### src/design/nand_cpu_config.svh
`ifndef NAND_CPU_CONFIG_SVH
`define NAND_CPU_CONFIG_SVH

// geometry of one cache line and one memory bus beat
`define CACHE_BLOCK_SIZE 64 // bits per line, four 16-bit words
`define MEM_TRANS_SIZE   16 // bits per beat

// backing store
`define MEM_DEPTH_BITS   8  // low block-address bits decoded by the array
`define MEM_LATENCY      3  // cycles from request seen to ack

// a block is streamed as CACHE_BLOCK_SIZE / MEM_TRANS_SIZE beats,
// the first one in the cycle after the ack

`endif

### src/design/mem_bus_pkg.sv
package mem_bus_pkg;

    // burst request level on the memory bus
    typedef enum logic [1:0] {
        NONE,
        READ,
        WRITE
    } cache_request_t;

    // miss handling controller of the data cache
    typedef enum logic [2:0] {
        READY,
        REQUEST_WRITE, // write-back of a dirty victim
        WRITING,
        REQUEST_READ,  // refill of the requested line
        READING
    } cache_state_t;

endpackage

### src/design/nand_cpu_pkg.sv
package nand_cpu_pkg;

    // kind of access presented by the CPU
    typedef enum logic {
        LOAD,
        STORE
    } mem_op_t;

endpackage

### src/design/d_cache.sv
`timescale 1ns/1ps
`include "nand_cpu_config.svh"

module d_cache
    import nand_cpu_pkg::*;
    import mem_bus_pkg::*;
#(
    parameter int INDEX_BITS = 4
) (
    input  logic                                          clk,
    input  logic                                          n_rst,

    input  logic                                          valid,
    input  logic [15:0]                                   address,
    input  mem_op_t                                       mem_op,
    input  logic [15:0]                                   wr_word,
    output logic                                          hit,
    output logic                                          miss,
    output logic [15:0]                                   rd_word,

    output cache_request_t                                mem_req,
    output logic [15 - $clog2(`CACHE_BLOCK_SIZE / 16):0]  mem_addr,
    output logic [`MEM_TRANS_SIZE - 1:0]                  wr_data,
    input  logic                                          mem_ack,
    input  logic [`MEM_TRANS_SIZE - 1:0]                  rd_data
);

    localparam int WORD_BITS   = 16;
    localparam int OFFSET_BITS = $clog2(`CACHE_BLOCK_SIZE / WORD_BITS);
    localparam int TAG_BITS    = 16 - INDEX_BITS - OFFSET_BITS;
    localparam int LINES       = 2 ** INDEX_BITS;
    localparam int BEATS       = `CACHE_BLOCK_SIZE / `MEM_TRANS_SIZE;
    localparam int COUNT_BITS  = (BEATS > 1) ? $clog2(BEATS) : 1;

    logic [OFFSET_BITS - 1:0]      offset;
    logic [INDEX_BITS - 1:0]       index;
    logic [TAG_BITS - 1:0]         tag;

    // line array, valid and dirty are control bits
    logic [LINES - 1:0]            line_valid;
    logic [LINES - 1:0]            line_dirty;
    logic [TAG_BITS - 1:0]         line_tag [LINES];
    logic [`CACHE_BLOCK_SIZE - 1:0] line_data [LINES];

    cache_state_t                  state;
    cache_state_t                  next_state;
    logic [COUNT_BITS - 1:0]       counter; // beat within the current burst

    logic                          tag_match;
    logic                          store_hit;
    logic                          last_beat;

    assign offset = address[OFFSET_BITS - 1:0];
    assign index  = address[INDEX_BITS + OFFSET_BITS - 1:OFFSET_BITS];
    assign tag    = address[15:INDEX_BITS + OFFSET_BITS];

    assign tag_match = line_valid[index] && (line_tag[index] == tag);
    assign store_hit = hit && (mem_op == STORE);
    assign last_beat = (counter == COUNT_BITS'(BEATS - 1));

    assign rd_word = line_data[index][offset * WORD_BITS +: WORD_BITS];
    assign wr_data = line_data[index][counter * `MEM_TRANS_SIZE +: `MEM_TRANS_SIZE];

    // victim block address for a write-back, requested block otherwise
    assign mem_addr = (state == REQUEST_WRITE) ? {line_tag[index], index} : {tag, index};

    always_comb begin
        hit        = 1'b0;
        miss       = 1'b0;
        mem_req    = NONE;
        next_state = state;
        case (state)
            READY: begin
                hit  = valid && tag_match;
                miss = valid && !tag_match;
                if (miss) begin
                    if (line_valid[index] && line_dirty[index]) begin
                        next_state = REQUEST_WRITE;
                    end else begin
                        next_state = REQUEST_READ;
                    end
                end
            end
            REQUEST_WRITE: begin
                miss    = valid;
                mem_req = WRITE;
                if (mem_ack) begin
                    next_state = WRITING;
                end
            end
            WRITING: begin
                miss = valid;
                if (last_beat) begin
                    next_state = REQUEST_READ; // refill follows straight away
                end
            end
            REQUEST_READ: begin
                miss    = valid;
                mem_req = READ;
                if (mem_ack) begin
                    next_state = READING;
                end
            end
            READING: begin
                miss = valid;
                if (last_beat) begin
                    next_state = READY; // held access hits next cycle
                end
            end
            default: begin
                next_state = READY;
            end
        endcase
    end

    always_ff @(posedge clk) begin
        if (!n_rst) begin
            state      <= READY;
            counter    <= '0;
            line_valid <= '0;
            line_dirty <= '0;
        end else begin
            state <= next_state;
            case (state)
                READY: begin
                    if (store_hit) begin
                        line_dirty[index] <= 1'b1;
                    end
                end
                REQUEST_WRITE, REQUEST_READ: begin
                    counter <= '0;
                end
                WRITING: begin
                    counter <= counter + 1'b1;
                end
                READING: begin
                    counter <= counter + 1'b1;
                    if (last_beat) begin
                        line_valid[index] <= 1'b1;
                        line_dirty[index] <= 1'b0;
                    end
                end
                default: begin
                    counter <= '0;
                end
            endcase
        end
    end

    // tag and data storage
    always_ff @(posedge clk) begin
        if (store_hit) begin
            line_data[index][offset * WORD_BITS +: WORD_BITS] <= wr_word;
        end
        if (state == READING) begin
            line_data[index][counter * `MEM_TRANS_SIZE +: `MEM_TRANS_SIZE] <= rd_data;
            if (last_beat) begin
                line_tag[index] <= tag;
            end
        end
    end

endmodule

### config.mk
export PLATFORM = sky130hd
export DESIGN_NAME = d_cache
export DESIGN_NICKNAME = d
export VERILOG_FILES = /design/src/design/mem_bus_pkg.sv /design/src/design/nand_cpu_pkg.sv /design/src/design/d_cache.sv
export VERILOG_INCLUDE_DIRS = /design/src /design/src/design
export SDC_FILE = /design/constraint.sdc
export NUM_CORES = 1
export LEC_CHECK = 0
export ABC_AREA = 0
export BUFFER_PORTS_ARGS = -buffer_cell sky130_fd_sc_hd__buf_2
export CAP_MARGIN = 15
export CORE_UTILIZATION = 50
export CTS_BUF_LIST = sky130_fd_sc_hd__clkbuf_8
export CTS_CLUSTER_DIAMETER = 30
export CTS_CLUSTER_SIZE = 14
export DETAILED_ROUTE_END_ITERATION = 10
export GPL_TIMING_DRIVEN = 0
export HOLD_SLACK_MARGIN = 0.15
export PLACE_DENSITY = 0.63
export SYNTH_ARGS = -nofsm -noshare
export SYNTH_HDL_FRONTEND = slang
export SYNTH_SLANG_ARGS = --single-unit
### constraint.sdc
create_clock -name clk -period 4.3 [get_ports clk]
set_input_delay 0.215 -clock clk [delete_from_list [all_inputs] [get_ports clk]]
set_output_delay 0.215 -clock clk [all_outputs]
set_load 0.05 [all_outputs]
# Word-level counts from Yosys, hierarchy flattened

Memory sizes are Yosys's and may differ from the RTL's.
Cells that the tools add are included.

Output and inout port bits: 50
Memories: 2
Word-level logic and storage cells: 203
Memory bits (writable): 1,184
Register bits: 37
Input bits: 53

Memory list:

| name      | depth | width | rd ports | clocked after memory_dff | wr ports | line          | source |
|---|---|---|---|---|---|---|---|
| line_data | 16    | 64    | 1        | 0                        | 1        | d_cache.sv:43 | `` logic [`CACHE_BLOCK_SIZE - 1:0] line_data [LINES]; `` |
| line_tag  | 16    | 10    | 1        | 0                        | 1        | d_cache.sv:42 | `logic [TAG_BITS - 1:0] line_tag [LINES];` |

Shift operators: 6
$lt $le $gt $ge: 2
Muxes and demuxes: 92
Add/subtract/negate cells: 3
Bitwise gates (word level): 68
Reductions and logical operators: 14
Equal/unequal tests: 12

Operators with widths:

| cell                                                                         | number |
|---|---|
| 64-bit 2-to-1 mux                                                            | 2 |
| 16-bit by 34-bit variable shift with 64-bit output, first input constant     | 2 |
| 16-bit by 34-bit variable part select with 64-bit output                     | 2 |
| 64-bit by 7-bit variable part select with 16-bit output                      | 2 |
| 1-bit 2-to-1 mux                                                             | 73 |
| 6-bit negation with 34-bit output                                            | 2 |
| 1-bit OR                                                                     | 64 |
| 16-bit 2-to-1 mux                                                            | 2 |
| 16-bit OR                                                                    | 2 |
| 16-bit case mux with 2 select lines                                          | 1 |
| 16-bit AND                                                                   | 1 |
| 16-bit inverter                                                              | 1 |
| 3-bit 2-to-1 mux                                                             | 5 |
| 3-bit case mux with 5 select lines                                           | 1 |
| 14-bit 2-to-1 mux                                                            | 1 |
| 2-bit != test, second input constant                                         | 6 |
| 10-bit equality test                                                         | 1 |
| 1-bit binary-select mux with 4-bit select                                    | 2 |
| 2-bit case mux with 2 select lines                                           | 2 |
| 3-bit by 2-bit equality test with 1-bit output, second input constant        | 2 |
| 1-bit logical AND                                                            | 6 |
| 4-bit by 5-bit less-than comparator with 1-bit output, second input constant | 1 |
| 5-bit AND reduction                                                          | 1 |
| 1-bit demux with 4-bit select                                                | 1 |
| other kinds (14)                                                             | 14 |

# Depth between registers and ports, before layout

Gate-level depths: netlist (run 1).

Depth after elaboration: 9
Depth in mapped cells: 14
Gate-level depth less buffers: 8

# Least setup slack after synthesis (run 1)

OpenSTA, ideal clock, no wires.

Path kind: input -> register
Start point: input port address[3]
End point: memory line_data[10][32] in the netlist's numbering, enable pin
Data required time: 3.906 ns
Path buffers: 3
Slack: 0.719 ns
Cell stages on the path: 11
Data arrival time: 3.186 ns
Library setup time: 0.394 ns
Cells stage by stage: buf_6 > mux4_1 > mux2i_1 > xnor2_1 > nand3_1 > o32ai_2 > nand4_4 > or2_1 > buf_2 > buf_6 > a21oi_1

Cells in the longest elaborated chain, start to end: 9
Elaborated cells on any way between the ends: 11

Ends and longest elaborated chain:

| what                                                                            | line           | source |
|---|---|---|
| start: declaration                                                              | d_cache.sv:14  | `input logic [15:0] address,` |
| memory 16 x 10 bit or 1-bit binary-select mux with 4-bit select (tied branches) | -              |  |
| 10-bit equality test or 1-bit 2-to-1 mux (tied branches)                        | d_cache.sv:57  | `assign tag_match = line_valid[index] && (line_tag[index] == tag);` |
| 1-bit logical AND                                                               | d_cache.sv:57  |  |
| 1-bit logical AND                                                               | d_cache.sv:74  | `hit = valid && tag_match;` |
| 1-bit 2-to-1 mux                                                                | d_cache.sv:72  | `case (state)` |
| 1-bit logical AND                                                               | d_cache.sv:58  | `assign store_hit = hit && (mem_op == STORE);` |
| 1-bit 2-to-1 mux                                                                | d_cache.sv:152 | `if (store_hit) begin` |
| 64-bit 2-to-1 mux (not written as such)                                         | d_cache.sv:153 | `line_data[index][offset * WORD_BITS +: WORD_BITS] <= wr_word;` |
| 1-bit OR (no line)                                                              | -              |  |
| end: declaration                                                                | d_cache.sv:43  |  |

Several ways; a longest one is shown, not always the timed one. The select of a mux whose other input is x is not followed.

# Final worst setup path (run 1)

Start point: input port address[3]
End point: output port wr_data[9]

Cells in the longest elaborated chain, start to end: 2

Ends and longest elaborated chain:

| what                                                    | line          | source |
|---|---|---|
| memory 16 x 64 bit                                      | -             |  |
| 64-bit by 7-bit variable part select with 16-bit output | d_cache.sv:62 | `` assign wr_data = line_data[index][counter * `MEM_TRANS_SIZE +: `MEM_TRANS_SIZE]; `` |
| end: declaration                                        | d_cache.sv:23 | `` output logic [`MEM_TRANS_SIZE - 1:0] wr_data, `` |

Every way passes these cells.

==> results.md, run 1 <==
- Crit path DAT: 4.08 ns
- Residual DRC: 16
- Leakage power: 0.01920 µW
- Synth Register Bits: between 1,000 and 1,500
- DR iter-0 viols: 3,215
- Vias in the first global route: 26,930
- PnR Total Power: 28,210 µW
- Total die area: 99,210 µm²
- Worst setup EP type: primary output
- Layout Nets: 2,785
- Layout fillers: between 6,000 and 7,000
- Yosys top cell area share: 72.60%
- Syn Std Cell Area: roughly 50,000 µm²
- WL/cell: 32.25 µm
- Asr flop ratio synth: 0%
- Max Transition Viols Final: 0
- Largest area contributor in the netlist: edfxtp_1
- Hold_ws: between 0.2 and 0.3 ns
- Reg clk slew, reported paths: 0.07 ns
- Syn Nets: 2,305
- Final Setup Violations: 0
- I/O Buffers: 101
- Cell count after synthesis: 2,243
- All-Layer GR Usage: 27.91%
- Critical Path Source Type: input port
- DR pass1 iterations: 9
- Worst Hold Class: input port to flip-flop
- EDFF count, synth: between 1,000 and 1,500
- Max Cap Violations: 0
- Minimum clock period: around 4.3 ns
- Postcts setup bufs: 0
- GRT overflow: 0
- Pin count of the biggest net entering global routing: 21
- Core Box Area: 96,850 µm²
- Status: complete, but fails checks
- Antenna viol nets, final: 0
- Root Driver: clkbuf_8
- First-pass GRT wire length: 191.6 mm
- Slew headroom: 25.00%
- Kind of critical path: input port to primary output
- Area growth syn-to-layout: 19.36%
- Initial antenna violation count: 8
- Initial core utilization: between 50% and 60%
- Worst path required time: 4.09 ns
- Post-synthesis sequential area ratio: 74.11%
- Final count of hold timing violations: 0
- Reg area: 36,290 µm²
- Slew @ Worst Pin: 1.118 ns
- CTS Sinks: 1,221
- Clock latency on the worst-skew pair: 0.90 ns
- Unique masters post-synth: 57
- Vias: 26,520
- Synth Area per Inst: 21.83 µm²
- Period utilization: 99.87%
- GP Congestion: around 0.96
- Unrepaired setup endpoints after global routing: false
- Ys Warns: 0
- H-tree depth: 4
- Main flop type after synthesis: edfxtp_1
- Multi-input gate area in the final layout: around 12,000 µm²
- Layout cells sized above 1: 38.97%
- Total wire length: 135.3 mm
- Setup slack after layout: 0.005474 ns
- Ports: 103
- DR vias/cell: 6.323
- CTS tree: built
- Total power per unit cell area: 482.6 nW/µm²
- Die Height: 315.0 µm
- Worst Clk Skew: 0.05450 ns
- Peak supply drop: 448.2 µV
- Finished Cell Area: 58,460 µm²
- Post-placement setup slack: -0.4477 ns
- Die width: 315.0 µm
- Failing checks: DRC
- HPWL Detailed: 94.07 mm
- Post-place instance area: 52,760 µm²
- Num CTS Buffers: 217
- Peak Freq: 232.9 MHz
- Clk buf depth: 3
- Top cells by area, synth: edfxtp_1 (73%), mux4_2 (18%), dfxtp_1 (1.5%)
- Crit Path Max Fanout: 10
- Std cell rows: 114
## power breakdown
group / leakage, µW / switching, µW / internal, µW
Clock: 0.00250 / 5490 / 6460
Sequential: 0.0112 / 27.6 / 13200
Combinational: 0.00552 / 2070 / 963
Total: 0.0192 / 7580 / 20600
## per-layer routing
layer | GRT usage [%] | vias up | share of wire (%)
li1 | - | 10610 | -
met1 | 36.56 | 13920 | 37
met2 | 43.92 | 1649 | 48
met3 | 8.446 | 333 | 11
met4 | 11.18 | 4 | 3.8
met5 | 0 | - | 0.020
## cell usage in the layout (no fill, tap or decap), drive strengths merged, types with 3 or more instances in the layout
master         synthesis  final
a21oi                 68     68
a22o                  59     59
a22oi                  6      6
a31oi                  8      8
and2                   3      3
buf                   79    270
bufinv                 0     23
clkbuf                61    280
clkdlybuf4s15          0      5
clkinv                 0     84
clkinvlp               0     29
dfxtp                 37     37
diode                  0      3
dlygate4sd3            0     64
edfxtp              1184   1184
ha                     9      9
inv                   18     75
mux2                   4      4
mux2i                 51     51
mux4                 386    386
nand2                 50     50
nand3                 23     23
nand3b                 6      6
nor2                  58     58
nor2b                  4      4
nor3                  20     20
o21a                  10     10
o21ai                 37     37
o21ba                 10     10
or2                    4      4
or3                    8      8
xnor2                  4      4
xor2                   7      7
## Yosys cell counts, types with 5 or more instances
cell	n
edfxtp_1	1184
mux4_2	381
a21oi_1	68
clkbuf_1	61
a22o_1	59
nor2_1	58
nand2_1	50
mux2i_1	49
dfxtp_1	37
o21ai_0	37
buf_2	33
nand3_1	23
buf_1	20
nor3_1	19
inv_1	16
buf_6	13
buf_4	11
o21a_1	10
o21ba_2	10
ha_1	9
a31oi_1	8
or3_1	8
xor2_1	7
a22oi_1	6
nand3b_1	6
mux4_1	5
## cell families after synthesis
| logic type | after synthesis | share of synthesized area [%] |
|---|---|---|
| AOI/OAI and AO/OA | 215 | 3.015 |
| xor gates and xnor gates | 11 | 0.1967 |
| adders and majority gates | 9 | 0.2299 |
| buffers and inverters | 158 | 1.645 |
| DFF | 1221 | 74.11 |
| muxes | 441 | 18.97 |
| and+or+nand+nor | 188 | 1.832 |
## timing repair
item / 4_1_cts / 5_1_grt
hold endpoints to repair: 1039 / 0
resized for setup: 20 / 6
setup endpoints to repair: 399 / 8
hold buffers: 64 / 0
## registers in the layout, indices dropped and copies added, names as in the netlist, named ones only
register    count
line_data    1024
line_tag      160
line_valid     16
state           3
counter         2
## path summary, 6_finish.rpt
check / startpoint / to / slack (ns) / depth (start not counted)
worst max register to register: counter[1] / line_data[3][38] / 0.14 / 7
worst min register to register: line_valid[2] / line_valid[2] / 0.47 / 1
worst max-delay path: address[3] / wr_data[9] / 0.005 / 11
worst min-delay path: address[10] / line_tag[5][4] / 0.27 / 2
## layout make-up
| type | count | area share [%] |
|---|---|---|
| sequential | 1221 | 62.09 |
| inverter | 18 | 0.1156 |
| clock inverter | 193 | 3.324 |
| tap | 1276 | 2.731 |
| antenna | 3 | 0.01284 |
| buffer | 139 | 1.329 |
| timing repair buffer | 262 | 4.371 |
| clock buffer | 218 | 5.132 |
| multi-input combinational | 864 | 20.90 |
## metrics by stage
| stage | utilization (%) | setup TNS (ns) | std cells |
|---|---|---|---|
| floorplan | - | 0 | 2243 |
| global placement | 52.74 | -1111.32 | 3620 |
| detailed placement | 54.48 | -59.21 | 3714 |
| CTS | 60.30 | 0 | 4188 |
| global route | 60.36 | 0 | 4193 |
| finish | 60.36 | 0 | 4194 |
## critical path, stage by stage
cell,delay [ns]
buf_2,0.15
buf_6,0.21
buf_12,0.18
buf_12,0.15
buf_6,0.19
buf_2,0.35
buf_1,0.75
mux4_2,0.44
mux4_2,0.56
mux4_2,0.58
buf_2,0.25
Note: power is estimated with default switching activity, not from simulation.
==> inputs of run 2 (changes only) <==
--- a/config.mk
+++ b/config.mk
@@ -8,7 +8,10 @@
 export LEC_CHECK = 0
 export ABC_AREA = 0
 export BUFFER_PORTS_ARGS = -buffer_cell sky130_fd_sc_hd__buf_2
-export CAP_MARGIN = 15
+export CAP_MARGIN = 20
+export CELL_PAD_IN_SITES_DETAIL_PLACEMENT = 1
+export CELL_PAD_IN_SITES_GLOBAL_PLACEMENT = 1
+export CORE_MARGIN = 2
 export CORE_UTILIZATION = 50
 export CTS_BUF_LIST = sky130_fd_sc_hd__clkbuf_8
 export CTS_CLUSTER_DIAMETER = 30
@@ -16,7 +19,7 @@
 export DETAILED_ROUTE_END_ITERATION = 10
 export GPL_TIMING_DRIVEN = 0
 export HOLD_SLACK_MARGIN = 0.15
-export PLACE_DENSITY = 0.63
+export PLACE_DENSITY = 0.69
 export SYNTH_ARGS = -nofsm -noshare
 export SYNTH_HDL_FRONTEND = slang
 export SYNTH_SLANG_ARGS = --single-unit
==> run 2 against run 1 <==
Net effect:
- the run now ends clean
- critical path depth unchanged
- sequential power about the same
- critical endpoint is now wr_data[6]
- via count up 2.8%
- largest power group unchanged
- critical path type unchanged
==> results.md, run 2 (same netlist as run 1, synthesis figures left out) <==
- Final Core Density: 60.80% (+0.44 points)
- Initial core utilization: 50.57% (unchanged)
- Area growth syn-to-layout: 20.22%
- Leakage power: 0.01938 µW (+0.94%)
- Peak Freq: 234.6 MHz (+0.74%)
- Vias in the first global route: 28,630 (+6.3%)
- Layout cells sized above 1: 39.14% (+0.17 points)
- Max reg flops: 1,024 (unchanged)
- Period utilization: 99.14% (-0.74 points)
- Worst setup EP type: primary output
- Antenna viol nets, final: 0 (unchanged)
- Vias: 27,250 (+2.8%)
- DR pass1 iterations: 5 (-4)
- Clock latency on the worst-skew pair: 0.92 ns (+0.02 ns)
- Max Transition Viols Final: 0 (unchanged)
- GP Congestion: 0.9168 (-4.6%)
- Minimum clock period: 4.263 ns (-0.03169 ns)
- Slew headroom: 24.63% (-0.37 points)
- Post-placement setup slack: -0.6035 ns (-0.1558 ns)
- Die Height: 317.0 µm (+0.63%)
- Die width: 317.0 µm (+0.63%)
- CTS tree: built
- Clk buf depth: 3 (unchanged)
- Critical Path Source Type: input port
- Total power per unit cell area: 497.7 nW/µm² (+3.1%)
- Postcts setup bufs: 0 (unchanged)
- Kind of critical path: input port to primary output
- Root Driver: clkbuf_8
- Total wire length: 149.9 mm (+11%)
- Status: finished clean
- Commonest non-fill, non-tap cell in the layout: edfxtp_1
- Most frequent cells in the layout: edfxtp_1 (1,184), mux4_2 (381), clkbuf_8 (227), buf_2 (140), buf_8 (71)
- Worst Clk Skew: 0.05074 ns (-0.003755 ns)
- I/O Buffers: 101 (unchanged)
- Setup slack after layout: 0.03716 ns (+0.03169 ns)
- GRT overflow: 0 (unchanged)
- CTS Sinks: 1,221 (unchanged)
- Max Cap Violations: 0 (unchanged)
- Worst Hold Class: input port to flip-flop
- Ports: 103 (unchanged)
- Worst path required time: 4.09 ns (about the same)
- Initial antenna violation count: 6 (-2)
- First-pass GRT wire length: 211.9 mm (+11%)
- Pin count of the biggest net entering global routing: 21 (unchanged)
- Reg clk slew, reported paths: 0.07 ns (about the same)
- Std cell rows: 114 (unchanged)
- Num CTS Buffers: 218 (+0.46%)
- PnR Total Power: 29,300 µW (+3.9%)
- H-tree depth: 4 (unchanged)
- All-Layer GR Usage: 30.62% (+2.7 points)
- Unrepaired setup endpoints after global routing: false
- Final Setup Violations: 0 (unchanged)
- Peak supply drop: 327.8 µV (-27%)
- Slew @ Worst Pin: 1.131 ns (+0.01304 ns)
- DR iter-0 viols: 3,442 (+7.1%)
- Residual DRC: 0 (-16)
- Core Box Area: 96,850 µm² (unchanged)
- Biggest register: line_data
- WL/cell: 35.68 µm (+11%)
- Final count of hold timing violations: 0 (unchanged)
- Crit Path Max Fanout: 10 (unchanged)
- Total die area: 100,500 µm² (+1.3%)
- Largest regs: line_data (1024), line_tag (160), line_valid (16)
- HPWL Detailed: 100.9 mm (+7.2%)
- DR vias/cell: 6.484 (+2.6%)
- Layout Nets: 2,787 (+0.072%)
- Layout fillers: 8,051 (+19%)
- Crit path DAT: 4.05 ns (-0.03 ns)
## run 2: changes by cell type in the layout (fill, tap and decap cells not counted), sizes merged
cell           change
dlygate4sd3        -3
bufinv            +15
clkinv             -9
inv               -13
diode              +3
clkinvlp           +2
clkdlybuf4s15      +1
buf                +2
clkbuf            +10
## run 2: final cells by class
class	count	area (µm²)	share of cell area, %
antenna	6	15.01	0.02550
buffer	139	800.8	1.360
clock buffer	227	3124	5.306
clock inverter	188	2173	3.691
inverter	18	67.56	0.1147
multi-input combinational	864	12230	20.77
sequential	1221	36290	61.64
tap	1276	1597	2.711
timing repair buffer	263	2579	4.380
## run 2: worst max-delay path, stage by stage
cell and delay [ns]:
buf_2 0.17, buf_6 0.23, buf_12 0.19, buf_12 0.15, buf_6 0.17, clkbuf_2 0.42
clkbuf_1 0.66, mux4_2 0.42, mux4_2 0.56, mux4_2 0.56, buf_2 0.25
## run 2: path summary, 6_finish.rpt
| path | startpoint | end | slack, ns | cells after the start |
|---|---|---|---|---|
| worst max-delay path | address[3] | wr_data[6] | 0.04 | 11 |
| worst max register to register | line_tag[9][0] | line_data[15][34] | 0.07 | 11 |
| worst min register to register | line_valid[8] | line_valid[8] | 0.47 | 1 |
| worst min-delay path | wr_word[13] | line_data[0][45] | 0.22 | 2 |
## run 2: what timing repair did
item | 4_1_cts | 5_1_grt
pin swaps | 0 | 0
gates cloned | 0 | 0
hold endpoints to repair | 900 | 0
endpoints found under the setup margin | 32 | 166
hold buffers | 61 | 0
resized for setup | 23 | 9
## run 2: routing by layer
metal | up-vias | global-route usage [%] | share of wire (%) | wire (µm)
li1 | 10590 | - | - | -
met4 | 2 | 13.73 | 4.7 | 6988
met2 | 1711 | 46.24 | 46 | 69200
met3 | 362 | 8.804 | 11 | 16430
met5 | - | 0 | 0.0067 | 10
met1 | 14580 | 41.91 | 38 | 57310
## run 2: power by group
group / switching, µW / leakage (µW) / internal (µW) / total, µW
combinational: 2170 / 0.00555 / 975 / 3150
sequential: 30.4 / 0.0112 / 13200 / 13200
clock: 5480 / 0.00265 / 7440 / 12900
total: 7690 / 0.0194 / 21600 / 29300
## run 2: through the flow
stage | hold slack, ns | TNS, ns | area [µm²] | instances
4_1_cts | 0.1600 | 0 | 58770 | 4190
3_3_place_gp | 0.4397 | -1482.75 | 51080 | 3620
2_1_floorplan | 0.3139 | 0 | 48980 | 2243
3_5_place_dp | 0.4605 | -139.32 | 52820 | 3715
5_1_grt | 0.2027 | 0 | 58880 | 4201
6_report | 0.2167 | 0 | 58880 | 4202
